File: src/design/recovery_pkg.sv
// Shared command codes, register map sizes and state types, imported by all RTL and test files
package recovery_pkg;

  // Recovery command codes
  typedef enum logic [7:0] {
    CMD_PROT_CAP           = 8'd34,
    CMD_DEVICE_STATUS      = 8'd36,
    CMD_DEVICE_RESET       = 8'd37,
    CMD_RECOVERY_CTRL      = 8'd38,
    CMD_RECOVERY_STATUS    = 8'd39,
    CMD_HW_STATUS          = 8'd40,
    CMD_INDIRECT_FIFO_DATA = 8'd47
  } recovery_cmd_e;

  // Protocol status, byte 1 of DEVICE_STATUS
  typedef enum logic [7:0] {
    PROTOCOL_OK           = 8'h00,
    PROTOCOL_ERROR_LENGTH = 8'h03,
    PROTOCOL_ERROR_CRC    = 8'h04
  } protocol_status_e;

  // Read lengths in bytes
  localparam logic [15:0] PROT_CAP_LEN        = 16'd4;
  localparam logic [15:0] DEVICE_STATUS_LEN   = 16'd4;
  localparam logic [15:0] DEVICE_RESET_LEN    = 16'd3;
  localparam logic [15:0] RECOVERY_CTRL_LEN   = 16'd3;
  localparam logic [15:0] RECOVERY_STATUS_LEN = 16'd2;
  localparam logic [15:0] HW_STATUS_LEN       = 16'd4;
  localparam logic [15:0] UNKNOWN_LEN         = 16'd4;

  // Constant register contents
  localparam logic [31:0] PROT_CAP_VALUE        = 32'h3150_4352;
  localparam logic [31:0] RECOVERY_STATUS_VALUE = 32'h0000_0011;

  localparam int unsigned RX_QUEUE_DEPTH = 4;
  localparam int unsigned RX_PTR_W       = $clog2(RX_QUEUE_DEPTH);
  localparam logic [15:0] MAX_WRITE_LEN  = 16'd16;
  localparam logic [7:0]  IMAGE_ACTIVATE_CODE = 8'h0F;

  typedef enum logic [2:0] {
    REG_PROT_CAP, REG_DEVICE_STATUS, REG_DEVICE_RESET, REG_RECOVERY_CTRL,
    REG_RECOVERY_STATUS, REG_HW_STATUS, REG_FIFO_DATA, REG_NONE
  } recovery_reg_e;

  typedef enum logic [2:0] {
    Idle, CsrWrite, CsrRead, CsrReadLen, CsrReadData, Error, Done
  } exec_state_e;

endpackage
File: src/design/recovery_csr_if.sv
// Register access path from the command executor to the recovery register bank
interface recovery_csr_if
  import recovery_pkg::*;
();

  recovery_reg_e    sel;
  logic [31:0]      wdata;
  logic             we;
  logic             status_we;
  protocol_status_e status_code;
  logic             payload_set;
  logic [31:0]      rdata;

  modport master(output sel, wdata, we, status_we, status_code, payload_set, input rdata);

  modport slave(input sel, wdata, we, status_we, status_code, payload_set, output rdata);

endinterface

File: src/design/recovery_cmd_if.sv
// Decoded command handshake between the packet receiver and the command executor
interface recovery_cmd_if
  import recovery_pkg::*;
();

  logic             cmd_valid;
  logic             is_rd;
  recovery_cmd_e    cmd;
  logic [15:0]      len;
  protocol_status_e error;
  logic             done;

  modport source(output cmd_valid, is_rd, cmd, len, error, input done);

  modport sink(input cmd_valid, is_rd, cmd, len, error, output done);

endinterface

File: src/design/recovery_top.sv
// Top level of the recovery command block, joining receiver, queue, executor and registers
module recovery_top (
  input  logic        clk_i,
  input  logic        rst_ni,
  input  logic        byte_valid_i,
  input  logic [7:0]  byte_i,
  input  logic        byte_last_i,
  input  logic        pkt_rd_i,
  input  logic        res_ready_i,
  input  logic        res_dready_i,
  input  logic [31:0] hw_status_i,
  input  logic        payload_ack_i,
  output logic        busy_o,
  output logic        res_valid_o,
  output logic [15:0] res_len_o,
  output logic        res_dvalid_o,
  output logic [7:0]  res_data_o,
  output logic        res_dlast_o,
  output logic        payload_available_o,
  output logic        image_activated_o
);

  logic        push;
  logic [31:0] push_word;
  logic        rx_req;
  logic        rx_clr;
  logic        rx_ack;
  logic [31:0] rx_word;

  recovery_cmd_if cmd_if ();
  recovery_csr_if csr_if ();

  recovery_receiver u_receiver (
    .clk_i, .rst_ni, .byte_valid_i, .byte_i, .byte_last_i, .pkt_rd_i,
    .cmd         (cmd_if.source),
    .push_o      (push),
    .push_word_o (push_word),
    .busy_o
  );

  recovery_rx_queue u_rx_queue (
    .clk_i, .rst_ni,
    .push_i      (push),
    .push_word_i (push_word),
    .rx_req_i    (rx_req),
    .rx_clr_i    (rx_clr),
    .rx_ack_o    (rx_ack),
    .rx_word_o   (rx_word)
  );

  recovery_executor u_executor (
    .clk_i, .rst_ni,
    .cmd       (cmd_if.sink),
    .rx_req_o  (rx_req),
    .rx_clr_o  (rx_clr),
    .rx_ack_i  (rx_ack),
    .rx_word_i (rx_word),
    .csr       (csr_if.master),
    .res_ready_i, .res_dready_i, .res_valid_o, .res_len_o,
    .res_dvalid_o, .res_data_o, .res_dlast_o
  );

  recovery_csr u_csr (
    .clk_i, .rst_ni,
    .csr (csr_if.slave),
    .hw_status_i, .payload_ack_i, .payload_available_o, .image_activated_o
  );

endmodule

File: src/design/recovery_csr.sv
// Recovery register bank with device status, image activation and payload-available flag
module recovery_csr
  import recovery_pkg::*;
(
  input  logic          clk_i,
  input  logic          rst_ni,
  recovery_csr_if.slave csr,
  input  logic [31:0]   hw_status_i,
  input  logic          payload_ack_i,
  output logic          payload_available_o,
  output logic          image_activated_o
);

  logic [31:0]      device_reset_q;
  logic [31:0]      recovery_ctrl_q;
  protocol_status_e protocol_q;

  always_ff @(posedge clk_i or negedge rst_ni) begin
    if (!rst_ni) begin
      device_reset_q      <= '0;
      recovery_ctrl_q     <= '0;
      protocol_q          <= PROTOCOL_OK;
      payload_available_o <= 1'b0;
    end else begin
      if (csr.we) begin
        unique case (csr.sel)
          REG_DEVICE_RESET:  device_reset_q <= csr.wdata;
          REG_RECOVERY_CTRL: recovery_ctrl_q <= csr.wdata;
          default: ;
        endcase
      end
      if (csr.status_we) begin
        protocol_q <= csr.status_code;
      end
      // Set has priority over the firmware acknowledge
      if (csr.payload_set) payload_available_o <= 1'b1;
      else if (payload_ack_i) payload_available_o <= 1'b0;
    end
  end

  always_comb begin
    unique case (csr.sel)
      REG_PROT_CAP:        csr.rdata = PROT_CAP_VALUE;
      REG_DEVICE_STATUS:   csr.rdata = {16'h0000, protocol_q, 8'h00};
      REG_DEVICE_RESET:    csr.rdata = device_reset_q;
      REG_RECOVERY_CTRL:   csr.rdata = recovery_ctrl_q;
      REG_RECOVERY_STATUS: csr.rdata = RECOVERY_STATUS_VALUE;
      REG_HW_STATUS:       csr.rdata = hw_status_i;
      default:             csr.rdata = '0;
    endcase
  end

  assign image_activated_o = (recovery_ctrl_q[23:16] == IMAGE_ACTIVATE_CODE);

endmodule

File: src/design/recovery_executor.sv
// Runs decoded recovery commands against the register bank and streams read responses
module recovery_executor
  import recovery_pkg::*;
(
  input  logic           clk_i,
  input  logic           rst_ni,
  recovery_cmd_if.sink   cmd,
  output logic           rx_req_o,
  output logic           rx_clr_o,
  input  logic           rx_ack_i,
  input  logic [31:0]    rx_word_i,
  recovery_csr_if.master csr,
  input  logic           res_ready_i,
  input  logic           res_dready_i,
  output logic           res_valid_o,
  output logic [15:0]    res_len_o,
  output logic           res_dvalid_o,
  output logic [7:0]     res_data_o,
  output logic           res_dlast_o
);

  exec_state_e state_q;
  exec_state_e state_d;
  logic [15:0] dcnt;
  logic [1:0]  bcnt;
  logic        first_q;
  logic [31:0] csr_data;
  logic [15:0] rd_len;
  logic        writable;
  logic        byte_xfer;

  assign byte_xfer = res_dvalid_o && res_dready_i;

  // Target register follows the held command
  always_comb begin
    unique case (cmd.cmd)
      CMD_PROT_CAP:           csr.sel = REG_PROT_CAP;
      CMD_DEVICE_STATUS:      csr.sel = REG_DEVICE_STATUS;
      CMD_DEVICE_RESET:       csr.sel = REG_DEVICE_RESET;
      CMD_RECOVERY_CTRL:      csr.sel = REG_RECOVERY_CTRL;
      CMD_RECOVERY_STATUS:    csr.sel = REG_RECOVERY_STATUS;
      CMD_HW_STATUS:          csr.sel = REG_HW_STATUS;
      CMD_INDIRECT_FIFO_DATA: csr.sel = REG_FIFO_DATA;
      default:                csr.sel = REG_NONE;
    endcase
  end

  // Response length per register
  always_comb begin
    unique case (csr.sel)
      REG_PROT_CAP:        rd_len = PROT_CAP_LEN;
      REG_DEVICE_STATUS:   rd_len = DEVICE_STATUS_LEN;
      REG_DEVICE_RESET:    rd_len = DEVICE_RESET_LEN;
      REG_RECOVERY_CTRL:   rd_len = RECOVERY_CTRL_LEN;
      REG_RECOVERY_STATUS: rd_len = RECOVERY_STATUS_LEN;
      REG_HW_STATUS:       rd_len = HW_STATUS_LEN;
      default:             rd_len = UNKNOWN_LEN;
    endcase
  end

  assign writable = (csr.sel == REG_DEVICE_RESET) || (csr.sel == REG_RECOVERY_CTRL);

  always_comb begin
    state_d = state_q;
    unique case (state_q)
      Idle: begin
        if (cmd.cmd_valid) begin
          if (cmd.error != PROTOCOL_OK) state_d = Error;
          else if (cmd.is_rd) state_d = CsrRead;
          else if (cmd.len == '0) state_d = Done;
          else state_d = CsrWrite;
        end
      end
      CsrWrite:    if (rx_ack_i && (dcnt == 16'd1)) state_d = Done;
      CsrRead:     state_d = CsrReadLen;
      CsrReadLen:  if (res_ready_i) state_d = CsrReadData;
      CsrReadData: if (byte_xfer && (dcnt == 16'd1)) state_d = Done;
      Error:       state_d = Done;
      Done:        state_d = Idle;
      default:     state_d = Idle;
    endcase
  end

  always_ff @(posedge clk_i or negedge rst_ni) begin
    if (!rst_ni) begin
      state_q  <= Idle;
      dcnt     <= '0;
      bcnt     <= '0;
      first_q  <= 1'b0;
      rx_req_o <= 1'b0;
    end else begin
      state_q  <= state_d;
      rx_req_o <= 1'b0;
      unique case (state_q)
        Idle: begin
          if (cmd.cmd_valid) begin
            // Word count rounded up
            dcnt     <= cmd.len[15:2] + {15'd0, |cmd.len[1:0]};
            first_q  <= 1'b1;
            rx_req_o <= (cmd.error == PROTOCOL_OK) && !cmd.is_rd && (cmd.len != '0);
          end
        end
        CsrWrite: begin
          if (rx_ack_i) begin
            dcnt     <= dcnt - 16'd1;
            first_q  <= 1'b0;
            rx_req_o <= (dcnt != 16'd1);
          end
        end
        CsrRead: begin
          dcnt <= rd_len;
          bcnt <= '0;
        end
        CsrReadData: begin
          if (byte_xfer) begin
            dcnt <= dcnt - 16'd1;
            bcnt <= bcnt + 2'd1;
          end
        end
        default: ;
      endcase
    end
  end

  // Register snapshot for the response
  always_ff @(posedge clk_i) begin
    if (state_q == CsrRead) begin
      csr_data <= csr.rdata;
    end
  end

  // Only the first word reaches a writable register
  assign csr.we          = (state_q == CsrWrite) && rx_ack_i && first_q && writable;
  assign csr.wdata       = rx_word_i;
  assign csr.status_we   = (state_q == Done);
  assign csr.status_code = cmd.error;
  assign csr.payload_set = (state_q == Done) && !cmd.is_rd &&
                           (cmd.cmd == CMD_INDIRECT_FIFO_DATA) && (cmd.error == PROTOCOL_OK);
  assign cmd.done        = (state_q == Done);
  assign rx_clr_o        = (state_q == Error);

  assign res_valid_o  = (state_q == CsrReadLen);
  assign res_len_o    = rd_len;
  assign res_dvalid_o = (state_q == CsrReadData);
  assign res_data_o   = csr_data[8*bcnt +: 8];
  assign res_dlast_o  = res_dvalid_o && (dcnt == 16'd1);

endmodule

File: src/design/recovery_rx_queue.sv
// Four-word queue between receiver and executor, read by request with a one-cycle acknowledge
module recovery_rx_queue
  import recovery_pkg::*;
(
  input  logic        clk_i,
  input  logic        rst_ni,
  input  logic        push_i,
  input  logic [31:0] push_word_i,
  input  logic        rx_req_i,
  input  logic        rx_clr_i,
  output logic        rx_ack_o,
  output logic [31:0] rx_word_o
);

  logic [31:0]         mem [RX_QUEUE_DEPTH];
  logic [RX_PTR_W-1:0] wr_ptr;
  logic [RX_PTR_W-1:0] rd_ptr;

  always_ff @(posedge clk_i) begin
    if (push_i) begin
      mem[wr_ptr] <= push_word_i;
    end
    if (rx_req_i) begin
      rx_word_o <= mem[rd_ptr];
    end
  end

  always_ff @(posedge clk_i or negedge rst_ni) begin
    if (!rst_ni) begin
      wr_ptr   <= '0;
      rd_ptr   <= '0;
      rx_ack_o <= 1'b0;
    end else begin
      rx_ack_o <= rx_req_i;
      if (rx_clr_i) begin
        wr_ptr <= '0;
        rd_ptr <= '0;
      end else begin
        if (push_i) wr_ptr <= wr_ptr + 1'b1;
        if (rx_req_i) rd_ptr <= rd_ptr + 1'b1;
      end
    end
  end

endmodule

File: src/design/recovery_receiver.sv
// Parses host packets, checks the XOR checksum and packs write data into queue words
module recovery_receiver
  import recovery_pkg::*;
(
  input  logic                  clk_i,
  input  logic                  rst_ni,
  input  logic                  byte_valid_i,
  input  logic [7:0]            byte_i,
  input  logic                  byte_last_i,
  input  logic                  pkt_rd_i,
  recovery_cmd_if.source        cmd,
  output logic                  push_o,
  output logic [31:0]           push_word_o,
  output logic                  busy_o
);

  logic              accept;
  logic [1:0]        hdr_cnt;
  logic [15:0]       data_left;
  logic [1:0]        wbyte_cnt;
  logic [RX_PTR_W:0] word_cnt;
  logic [7:0]        pec_q;
  logic [31:0]       word_q;
  logic [31:0]       word_d;
  logic              is_data;
  logic              word_done;

  // Bytes are ignored while a command waits for the executor
  assign accept    = byte_valid_i && !cmd.cmd_valid;
  assign is_data   = (hdr_cnt == 2'd3) && (data_left != '0);
  assign word_done = is_data && ((wbyte_cnt == 2'd3) || (data_left == 16'd1));
  assign busy_o    = cmd.cmd_valid;

  always_comb begin
    word_d = word_q;
    word_d[8*wbyte_cnt +: 8] = byte_i;
  end

  always_ff @(posedge clk_i or negedge rst_ni) begin
    if (!rst_ni) begin
      hdr_cnt       <= '0;
      data_left     <= '0;
      wbyte_cnt     <= '0;
      word_cnt      <= '0;
      pec_q         <= '0;
      push_o        <= 1'b0;
      cmd.cmd_valid <= 1'b0;
      cmd.is_rd     <= 1'b0;
      cmd.cmd       <= CMD_PROT_CAP;
      cmd.len       <= '0;
      cmd.error     <= PROTOCOL_OK;
    end else begin
      push_o <= 1'b0;
      if (cmd.done) begin
        cmd.cmd_valid <= 1'b0;
      end
      if (accept) begin
        pec_q <= (hdr_cnt == 2'd0) ? byte_i : (pec_q ^ byte_i);
        if (byte_last_i) begin
          hdr_cnt       <= '0;
          cmd.cmd_valid <= 1'b1;
          cmd.is_rd     <= pkt_rd_i;
          if (!pkt_rd_i && (byte_i != pec_q)) begin
            cmd.error <= PROTOCOL_ERROR_CRC;
          end else if (!pkt_rd_i && (cmd.len > MAX_WRITE_LEN)) begin
            cmd.error <= PROTOCOL_ERROR_LENGTH;
          end else begin
            cmd.error <= PROTOCOL_OK;
          end
        end else if (hdr_cnt != 2'd3) begin
          hdr_cnt <= hdr_cnt + 2'd1;
        end
        unique case (hdr_cnt)
          2'd0: begin
            cmd.cmd   <= recovery_cmd_e'(byte_i);
            cmd.len   <= '0;
            wbyte_cnt <= '0;
            word_cnt  <= '0;
          end
          2'd1: cmd.len[7:0] <= byte_i;
          2'd2: begin
            cmd.len[15:8] <= byte_i;
            data_left     <= {byte_i, cmd.len[7:0]};
          end
          default: begin
            if (is_data) begin
              data_left <= data_left - 16'd1;
              wbyte_cnt <= word_done ? 2'd0 : wbyte_cnt + 2'd1;
              // Words beyond the queue depth are dropped
              if (word_done && (word_cnt < RX_QUEUE_DEPTH[RX_PTR_W:0])) begin
                word_cnt <= word_cnt + 1'b1;
                push_o   <= 1'b1;
              end
            end
          end
        endcase
      end
    end
  end

  // Word assembly, unused byte lanes of a short last word stay zero
  always_ff @(posedge clk_i) begin
    if (accept && (hdr_cnt == 2'd0)) begin
      word_q <= '0;
    end else if (accept && is_data) begin
      word_q      <= word_done ? '0 : word_d;
      push_word_o <= word_d;
    end
  end

endmodule

File: config.mk
export PLATFORM = sky130hd
export DESIGN_NAME = recovery_top
export DESIGN_NICKNAME = d
export VERILOG_FILES = /design/src/design/recovery_pkg.sv /design/src/design/recovery_csr_if.sv /design/src/design/recovery_cmd_if.sv /design/src/design/recovery_top.sv /design/src/design/recovery_csr.sv /design/src/design/recovery_executor.sv /design/src/design/recovery_rx_queue.sv /design/src/design/recovery_receiver.sv
export SDC_FILE = /design/constraint.sdc
export NUM_CORES = 1
export LEC_CHECK = 0
export ABC_AREA = 1
export BUFFER_PORTS_ARGS = -buffer_cell sky130_fd_sc_hd__buf_2
export CORE_UTILIZATION = 64
export CTS_BUF_LIST = sky130_fd_sc_hd__clkbuf_8
export CTS_CLUSTER_SIZE = 16
export DETAILED_ROUTE_END_ITERATION = 7
export PLACE_DENSITY = 0.82
export SLEW_MARGIN = 20
export SYNTH_ARGS = -nofsm -noshare
export SYNTH_HDL_FRONTEND = slang
export SYNTH_HIERARCHICAL = 1
export SYNTH_SLANG_ARGS = --single-unit
File: constraint.sdc
create_clock -name clk_i -period 2.5 [get_ports clk_i]
set_input_delay 0.25 -clock clk_i [delete_from_list [all_inputs] [get_ports clk_i]]
set_output_delay 0.25 -clock clk_i [all_outputs]
set_load 0.005 [all_outputs]
==> reports/metrics.csv, run 1 <==
stage,metric,value,unit
place,gp_congestion,0.886,
detailed_routing,vias,15438,
grt,globalRouteMet2Util,0.461,
setup_path,r2r_slack,0.07,ns
grt,grt_pass1_wl,73.1,mm
layout,multi_input_comb_area,0.00678,sq mm
grt,gr-total-overflow,0,
cts,cts-htree-levels,3,
setup_path,startpoint_type,register,
grt,grt_pass1_vias,14780,
power,internal_power,13000,uW
place,io_buffer_count,64,
cts,numCtsBuffers,67,
grt,track_usage,0.279,
power,p_seq_frac,0.426,
detailed_routing,ant_nets,0,
layout,num-fill-cells,2202,
timing,hold_ws,0.0291,ns
timing,setup_slack,0.0704,ns
cts,clockRootBuffer,clkbuf_8,
layout,synthToLayoutAreaGrowth,9.88,%
layout,insertedDiodeCount,0,
detailed_routing,first_pass_iters,6,
yosys,netlist_top_cells_area,"edfxtp_1 (33%), dfrtp_1 (19%), nand2_1 (11%)",
floorplanning,io_pins,78,
layout,regArea,0.0114,sq mm
run,cap_violations,0,
power,power_density,921,mW/mm^2
timing,fmax,0.412,GHz
setup_path,r2r_end,u_executor/csr_data[14],
outcome,status,"complete, no violations",
detailed_routing,drt_iter0_drc,1471,
layout,drive_above_1_share,0.135,
grt,grt_use_met3,0.0476,
cts,cts_tree,yes,
min_path,hp-class,in2reg,
yosys,synth_top_cell_area_share,0.328,
yosys,async_reset_ff_frac,0.386,
floorplanning,start_util,0.649,
layout,nets,2427,
grt,antenna_found_initial,0,
setup_path,reg2reg_depth,16,
cts,cts_sinks,417,
yosys,yosysWarnings,6,
grt,grt_max_degree,68,
cts,cts.clk_slew.worst_paths,0.07,ns
timing,grt_setup_unrepaired,true,
yosys,synth_edf_count,224,
power,combPwrFrac,0.302,
floorplanning,core,0.0316,sq mm
power,p_switching,7690,uW
yosys,synth.distinct_cells,53,
floorplanning,die-area,0.0327,sq mm
detailed_routing,drc,0,
timing,fin_crit,2.43,ns
setup_path,path_class,reg2reg,
floorplanning,rows,65,
timing,skew,0.0310,ns
power,irDropWorstVdd,0.490,mV
yosys,synthCells,2266,
detailed_routing,drt-vias-per-instance,5.49,
place,place_ws,0.00443,ns
yosys,synthFlopType,edfxtp_1,
setup_path,cp-end-kind,register,
yosys,yosys.area.top_type,edfxtp_1,
timing,worst_pin_slew,0.842,ns
setup_path,r2r_start,u_receiver/cmd.cmd[5],
cts,clk-insertion-delay-late,0.59,ns
place,dp_hpwl,30.1,mm
power,clkPwrFrac,0.272,
timing,tns,0,ns
grt,busiest_layer,met2,
yosys,syn_area,0.0205,sq mm
yosys,syn_avg_cell_area,9.04,sq um
min_path,whs_path_depth,3,
yosys,ys_ff_latch,417,
timing,setup_viol,0,
detailed_routing,wl,45.6,mm
floorplanning,die_h,181,um
floorplanning,die_x,181,um
power,p_leak,0.0106,uW
detailed_routing,wl_per_cell,16.2,um
timing,slew_headroom,0.438,
min_path,min_to,u_executor/csr_data[0],
grt,met1_usage,0.375,
setup_path,cp-startpoint,u_receiver/cmd.cmd[5],
timing,timing.final.max_slew_violations,0,
min_path,hp-start,hw_status_i[0],
timing,period_share,0.972,
setup_path,cp.arrival,2.89,ns
power,p_sw_frac,0.371,
yosys,synth-seq-area-share,0.556,
cts,cts_buffer_depth,3,
timing,timing.final.hold_violations,0,
setup_path,cp_max_fo,30,
setup_path,cp.required,2.96,ns
[synthesized netlist by cell type, types with 16 or more instances]
| library cell | instances |
|---|---|
| a22oi_1 | 27 |
| buf_6 | 30 |
| a21oi_1 | 16 |
| o21ai_0 | 85 |
| ha_1 | 21 |
| buf_2 | 19 |
| o22ai_1 | 21 |
| buf_4 | 66 |
| nor3_1 | 29 |
| o21ai_2 | 60 |
| nand3_1 | 207 |
| edfxtp_1 | 224 |
| nand2_1 | 584 |
| dfrtp_1 | 159 |
| nor2_1 | 157 |
| inv_1 | 353 |
| dfxtp_1 | 32 |
| o21ai_1 | 35 |
[layout make-up]
type | count | area share
Tap cell | 402 | 0.0223
Timing Repair Buffer | 141 | 0.0498
Clock inverter | 44 | 0.0107
Clock buffer | 78 | 0.0477
Multi-Input combinational cell | 1366 | 0.301
Inverter | 365 | 0.0620
Sequential cell | 417 | 0.506
[cells in the final DEF (no fill, tap or decap), types with 7 or more instances in the layout]
master	netlist	routed
a21oi_1	16	16
a22oi_1	27	27
buf_12	0	7
buf_2	19	63
buf_4	66	32
clkbuf_8	0	78
clkinv_1	2	7
conb_1	2	18
dfrtp_1	159	158
dfxtp_1	32	32
dlygate4sd3_1	0	35
edfxtp_1	224	224
ha_1	21	21
inv_1	353	378
nand2_1	584	582
nand2_2	12	14
nand3_1	207	207
nand4_1	13	13
nor2_1	157	156
nor2_2	8	9
nor2_4	7	7
nor3_1	29	28
o21ai_0	85	84
o21ai_1	35	36
o21ai_2	60	60
o22ai_1	21	21
[routing by layer]
| metal | up-vias | routed length (um) |
|---|---|---|
| met5 | - | 0 |
| met4 | 0 | 1290 |
| met3 | 112 | 3290 |
| met2 | 653 | 21800 |
| met1 | 7234 | 19200 |
| li1 | 7439 | - |
[power groups by stage]
stage | clock network [uW] | registers (uW) | logic (uW)
floorplan | 0 | 8680 | 4750
global placement | 0 | 8910 | 5810
detailed placement | 0 | 8930 | 6030
CTS | 5740 | 8810 | 6110
global route | 6040 | 8920 | 7020
finish | 5630 | 8830 | 6270
[cells by family (layout without fill, tap and decap cells)]
family,after synthesis,count (layout),share of synthesized area
AND/OR/NAND/NOR,1049,1049,0.225
XOR/XNOR,11,11,0.00470
AO/OA/AOI/OAI,264,264,0.0825
other,2,18,0.000366
buffers and inverters,499,628,0.117
adder cells (fa/ha/maj),21,21,0.0128
multiplexers,3,3,0.00165
flip-flops,417,417,0.556
[state kept, by name, indices dropped and copies added (netlist names), 16 cells and up]
register / flops
u_csr/device_reset_q: 32
u_csr/recovery_ctrl_q: 32
u_executor/csr_data: 32
u_executor/dcnt: 16
u_receiver/cmd.len: 16
u_receiver/data_left: 16
u_receiver/push_word_o: 32
u_receiver/word_q: 32
u_rx_queue/mem: 128
u_rx_queue/rx_word_o: 32
[timing repair]
item                                    in CTS  in global routing
gates cloned                                 0                  1
pin swaps                                    0                  1
resized for setup                            1                 17
hold buffers                                35                  0
hold endpoints to repair                    91                  0
setup buffers                                0                  7
endpoints found under the setup margin       1                 89
[per-stage QoR]
stage | util | cell area [sq um] | cells | total power (uW)
floorplan | - | 20600 | 2282 | 13400
global placement | 0.656 | 20700 | 2648 | 14700
detailed placement | 0.656 | 20700 | 2648 | 15000
CTS | 0.709 | 22400 | 2805 | 20700
global route | 0.714 | 22500 | 2813 | 22000
finish | 0.714 | 22500 | 2813 | 20700
[worst max path at each step]
stage	to	depth (start not counted)
after floorplan	u_executor/csr_data[17]	12
after global placement	u_executor/csr_data[20]	12
after detailed placement	u_csr/recovery_ctrl_q[29]	15
after CTS	u_csr/recovery_ctrl_q[29]	15
after global routing	u_executor/csr_data[14]	16
final	u_executor/csr_data[14]	16
[critical path, stage by stage (launching register included)]
cell and delay (ns):
dfstp_2 0.53, nand2_1 0.06, nor3_2 0.13, buf_4 0.18
nand4_1 0.17, nand2_1 0.15, nor2_1 0.05, nand2_1 0.10
nand2_2 0.08, inv_4 0.11, nand2_2 0.08, nor2_4 0.20
buf_12 0.21, nand2_1 0.07, nand2_1 0.06, inv_1 0.05
nand2_1 0.06
(Power assumes the default switching activity.)
==> run 2, diff against run 1 <==
--- a/config.mk
+++ b/config.mk
@@ -7,11 +7,10 @@
 export LEC_CHECK = 0
 export ABC_AREA = 1
 export BUFFER_PORTS_ARGS = -buffer_cell sky130_fd_sc_hd__buf_2
-export CORE_UTILIZATION = 64
+export CORE_UTILIZATION = 40
 export CTS_BUF_LIST = sky130_fd_sc_hd__clkbuf_8
 export CTS_CLUSTER_SIZE = 16
 export DETAILED_ROUTE_END_ITERATION = 7
-export PLACE_DENSITY = 0.82
 export SLEW_MARGIN = 20
 export SYNTH_ARGS = -nofsm -noshare
 export SYNTH_HDL_FRONTEND = slang
==> run 2 against run 1 <==
Clock-buffer cell count increased by 3. First-iteration DRC count fell by 20%. Clock skew decreased by 0.015 ns. Core utilization fell by 25 points. Worst setup slack gained 0.067 ns. Via count down 2.2%. Register-to-register slack improved by 0.07 ns. Design area up 3.7%. Routed wire length up 5.2%. Sequential share of layout area decreased by 1.8 points. Highest routed layer unchanged.
==> reports/metrics.csv, run 2 (synthesis results as in run 1) <==
stage,metric,value,unit
timing,hold_ws,0.0707,ns
power,p_sw_frac,0.371,
detailed_routing,drc,0,
timing,fmax,0.423,GHz
timing,period_share,0.945,
layout,layout_commonest_cell,nand2_1,
setup_path,cp_max_fo,29,
power,combPwrFrac,0.304,
layout,regMostFlops,u_rx_queue/mem,
detailed_routing,drt_iter0_drc,1184,
floorplanning,rows,82,
detailed_routing,wl_per_cell,15.4,um
detailed_routing,wl,47.9,mm
place,dp_hpwl,32.2,mm
layout,synthToLayoutAreaGrowth,13.9,%
setup_path,cp-end-kind,register,
cts,cts_tree,yes,
setup_path,startpoint_type,register,
power,p_leak,0.0109,uW
detailed_routing,first_pass_iters,6,
timing,setup_viol,0,
timing,skew,0.0156,ns
cts,numCtsBuffers,72,
setup_path,path_class,reg2reg,
timing,timing.final.max_slew_violations,0,
layout,fin_area,0.0233,sq mm
cts,cts-htree-levels,3,
grt,grt_pass1_vias,14779,
layout,num-fill-cells,4773,
power,p_seq_frac,0.420,
cts,cts_sinks,417,
detailed_routing,ant_nets,0,
timing,fin_crit,2.36,ns
layout,largest_register_ffs,128,
power,p_total,21100,uW
setup_path,cp.required,2.89,ns
grt,gr-total-overflow,0,
floorplanning,core,0.0504,sq mm
detailed_routing,drt-vias-per-instance,4.84,
place,gp_congestion,0.867,
grt,track_usage,0.183,
detailed_routing,vias,15096,
place,placedCellCount,2933,
floorplanning,start_util,0.407,
power,irDropWorstVdd,0.457,mV
floorplanning,die-area,0.0521,sq mm
layout,nets,2463,
min_path,hp-class,in2reg,
place,io_buffer_count,64,
floorplanning,io_pins,78,
layout,final_cell_mix,"nand2_1 (571), inv_1 (382), edfxtp_1 (224), nand3_1 (206), dfrtp_1 (158)",
grt,grt_pass1_wl,76.7,mm
grt,grt_max_degree,68,
cts,clockRootBuffer,clkbuf_8,
power,power_density,902,mW/mm^2
timing,worst_pin_slew,0.648,ns
layout,post-route-util,0.463,
setup_path,cp.arrival,2.75,ns
cts,cts.clk_slew.worst_paths,0.06,ns
grt,antenna_found_initial,0,
layout,stdcell_count,3121,
layout,drive_above_1_share,0.154,
place,placedInstanceArea,0.0212,sq mm
cts,clk-insertion-delay-late,0.63,ns
timing,slew_headroom,0.568,
floorplanning,die_x,228,um
run,cap_violations,0,
power,clkPwrFrac,0.276,
cts,cts_buffer_depth,3,
outcome,status,"complete, no violations",
layout,insertedDiodeCount,0,
floorplanning,die_h,228,um
power,p_switching,7820,uW
power,internal_power,13200,uW
timing,timing.final.hold_violations,0,
timing,grt_setup_unrepaired,true,
## run 2: changes by cell type in the layout (fill, tap and decap cells not counted), moves of 7 or more
cell           delta
buf_4            +13
dlygate4sd3_1     +8
nand2_1          -11
nand2_2           +7
## run 2: worst paths after layout
| kind | from | to | slack (ns) | depth (start not counted) |
|---|---|---|---|---|
| min reg2reg | u_receiver/word_q[8] | u_receiver/word_q[8] | 0.48 | 2 |
| min in group asynchronous | rst_ni | u_receiver/data_left[3] | 0.18 | 2 |
| min | byte_i[3] | u_receiver/data_left[11] | 0.07 | 5 |
| max reg2reg | u_receiver/cmd.cmd[5] | u_executor/csr_data[29] | 0.14 | 14 |
| max in group asynchronous | rst_ni | u_receiver/cmd.cmd[5] | 1.56 | 3 |
| max | u_receiver/cmd.cmd[5] | u_executor/csr_data[29] | 0.14 | 14 |
## run 2: timing repair
action	in CTS	in global routing
hold buffers	43	0
endpoints found under the hold margin	108	0
setup endpoints to repair	0	89
buffers inserted	0	9
resized for setup	0	40
## run 2: layer usage
layer | GRT usage | wire length (um) | vias up
met5 | 0 | 0 | -
met3 | 0.0323 | 2140 | 89
li1 | - | - | 7505
met4 | 0.0669 | 1110 | 0
met2 | 0.293 | 22100 | 377
met1 | 0.248 | 22600 | 7125
## run 2: stage by stage
stage                     setup slack [ns]  TNS (ns)
after floorplan                      0.268         0
after global placement               0.146         0
after detailed placement             0.126         0
after CTS                            0.115         0
after global routing               -0.0212    -0.118
final                                0.138         0
## run 2: area by class of cell
type / count / area, sq um / area share
timing repair buffer: 171 / 1470 / 0.0631
inverter: 365 / 1380 / 0.0591
tap: 672 / 841 / 0.0360
sequential: 417 / 11400 / 0.488
multi-input combinational: 1367 / 6890 / 0.295
clock inverter: 48 / 243 / 0.0104
clock buffer: 81 / 1110 / 0.0478
## run 2: worst max-delay path, cell delays in order (launching register included)
cell and delay [ns]:
dfstp_2 0.53, nand2_2 0.05, nor3_2 0.18, buf_4 0.18, nand4_1 0.14, nand2_2 0.15, nor2_4 0.05, nand2_4 0.09
nand2_4 0.09, nand2_4 0.08, nor2_4 0.04, buf_12 0.15, buf_12 0.16, a21oi_1 0.17, nand2_1 0.06
## run 2: power groups by stage
stage / logic, uW / clock network [uW] / registers [uW]
4_1_cts: 6310 / 6020 / 8830
3_5_place_dp: 6230 / 0 / 8950
6_report: 6400 / 5810 / 8850
3_3_place_gp: 6110 / 0 / 8940
5_1_grt: 7210 / 6340 / 8940
2_1_floorplan: 4750 / 0 / 8680
==> run 3, diff against run 2 <==
--- a/config.mk
+++ b/config.mk
@@ -9,7 +9,7 @@
 export BUFFER_PORTS_ARGS = -buffer_cell sky130_fd_sc_hd__buf_2
 export CORE_UTILIZATION = 40
 export CTS_BUF_LIST = sky130_fd_sc_hd__clkbuf_8
-export CTS_CLUSTER_SIZE = 16
+export CTS_CLUSTER_SIZE = 25
 export DETAILED_ROUTE_END_ITERATION = 7
 export SLEW_MARGIN = 20
 export SYNTH_ARGS = -nofsm -noshare
==> constraint.sdc (replaced) <==
create_clock -name clk_i -period 2.5 [get_ports clk_i]
set_input_delay 0.125 -clock clk_i [delete_from_list [all_inputs] [get_ports clk_i]]
set_output_delay 0.125 -clock clk_i [all_outputs]
set_load 0.005 [all_outputs]
==> run 3 against run 2 <==
Critical path depth up 2. Critical path type unchanged. Clock-buffer cell count up 1. Largest power group unchanged. Highest routed layer unchanged. Largest cell class unchanged. Non-clock buffer count down 16. Clock skew up 0.012 ns. Core utilization down 0.61 points.
==> reports/metrics.csv, run 3 (synthesis results as in run 1) <==
stage,metric,value,unit
outcome,status,"complete, no violations",
layout,post-route-util,0.457,
place,gp_congestion,0.879,
setup_path,startpoint_type,register,
cts,cts-htree-levels,3,
detailed_routing,ant_nets,0,
grt,track_usage,0.185,
grt,grt_pass1_wl,77.4,mm
layout,synthToLayoutAreaGrowth,12.4,%
floorplanning,rows,82,
cts,cts_tree,yes,
grt,grt_use_met3,0.0288,
place,io_buffer_count,64,
layout,largest_register_ffs,128,
floorplanning,die_x,228,um
grt,busiest_layer,met2,
timing,worst_pin_slew,0.687,ns
power,p_leak,0.0107,uW
setup_path,path_class,reg2reg,
detailed_routing,wl_per_cell,15.2,um
detailed_routing,drt_iter0_drc,1144,
min_path,hp-class,in2async,
grt,met1_usage,0.253,
detailed_routing,first_pass_iters,7,
cts,clockRootBuffer,clkbuf_8,
detailed_routing,vias,14879,
floorplanning,core,0.0504,sq mm
setup_path,r2r_slack,0.22,ns
power,power_density,914,mW/mm^2
layout,drive_above_1_share,0.135,
grt,grt_max_degree,68,
timing,fin_crit,2.28,ns
layout,regMostFlops,u_rx_queue/mem,
layout,stdcell_count,3107,
detailed_routing,wl,47.1,mm
setup_path,cp.required,2.88,ns
floorplanning,start_util,0.407,
timing,hold_ws,0.0824,ns
cts,numCtsBuffers,72,
layout,nets,2446,
setup_path,cp_max_fo,29,
place,dp_hpwl,32.1,mm
timing,tns,0,ns
timing,skew,0.0279,ns
timing,period_share,0.910,
layout,layout_commonest_cell,nand2_1,
setup_path,r2r_end,u_executor/csr_data[29],
place,placedInstanceArea,0.0212,sq mm
cts,cts_buffer_depth,3,
cts,clk-insertion-delay-late,0.63,ns
grt,globalRouteMet2Util,0.296,
timing,slew_headroom,0.542,
detailed_routing,drt-vias-per-instance,4.79,
grt,gr-total-overflow,0,
detailed_routing,drc,0,
layout,insertedDiodeCount,0,
cts,cts.clk_slew.worst_paths,0.06,ns
place,placedCellCount,2927,
power,irDropWorstVdd,0.387,mV
timing,timing.final.max_slew_violations,0,
setup_path,cp-end-kind,register,
layout,fin_area,0.0230,sq mm
floorplanning,io_pins,78,
grt,grt_pass1_vias,14651,
grt,antenna_found_initial,0,
setup_path,r2r_start,u_receiver/cmd.cmd[5],
run,cap_violations,0,
timing,grt_setup_unrepaired,false,
timing,fmax,0.440,GHz
timing,timing.final.hold_violations,0,
floorplanning,die_h,228,um
cts,cts_sinks,417,
layout,final_cell_mix,"nand2_1 (583), inv_1 (382), edfxtp_1 (224), nand3_1 (207), dfrtp_1 (158)",
setup_path,cp.arrival,2.65,ns
setup_path,reg2reg_depth,16,
timing,setup_viol,0,
floorplanning,die-area,0.0521,sq mm
run 3: cell count changes in the layout (fill, tap and decap cells not counted), moves of 5 or more:
| cell | delta |
|---|---|
| a21oi_1 | +6 |
| a21oi_2 | -6 |
| buf_4 | -13 |
| clkbuf_16 | -5 |
| nand2_1 | +12 |
| nand2_2 | -8 |
run 3: worst max-delay path by stage:
stage,cells after the start,from,endpoint
2_1_floorplan,12,u_receiver/cmd.cmd[5],u_executor/csr_data[17]
3_3_place_gp,14,u_receiver/cmd.cmd[4],u_executor/csr_data[20]
3_5_place_dp,16,u_receiver/cmd.cmd[5],u_executor/csr_data[29]
4_1_cts,16,u_receiver/cmd.cmd[5],u_executor/csr_data[6]
5_1_grt,16,u_receiver/cmd.cmd[5],u_executor/csr_data[28]
6_report,16,u_receiver/cmd.cmd[5],u_executor/csr_data[29]
run 3: through the flow:
step                      power (uW)  setup slack, ns
after floorplan                13400            0.268
after global placement         15000            0.163
after detailed placement       15100            0.118
after CTS                      21200            0.125
after global routing           22500           0.0391
final                          21100            0.225
run 3: layer usage:
layer | vias up | share of wire
li1 | 7484 | -
met1 | 6962 | 0.48
met2 | 365 | 0.46
met3 | 68 | 0.045
met4 | 0 | 0.020
met5 | - | 0
run 3: area by class of cell:
| type | count | area, sq um |
|---|---|---|
| clock buffers | 82 | 1130 |
| clock inverters | 50 | 249 |
| fillers | 4781 | 27300 |
| inverters | 365 | 1380 |
| multi-input cells | 1366 | 6760 |
| flip-flops and latches | 417 | 11400 |
| well taps | 672 | 841 |
| repair buffers | 155 | 1280 |
run 3: worst max-delay path, cell delays in order (launching register included):
cell	delay, ns
dfstp_2	0.53
nand2_1	0.06
nor3_2	0.09
buf_4	0.17
nand4_1	0.15
nand2_1	0.13
nor2_1	0.05
nand2_1	0.08
nand2_1	0.09
buf_4	0.15
nand3_2	0.08
inv_1	0.07
buf_12	0.16
nand2_1	0.07
nand2_1	0.05
inv_1	0.06
nand2_1	0.04
run 3: timing repair:
item	CTS	global route
hold endpoints to repair	182	0
buffers inserted	0	1
hold buffers	47	0
gates resized for setup	0	4
setup endpoints to repair	0	81
run 3: power by group:
group          total [uW]  switching, uW  internal, uW  leakage (uW)
Sequential           8830            768          8070       0.00446
Combinational        6340           4300          2040       0.00547
Clock                5890           2770          3120      0.000813
Total               21100           7830         13200        0.0107
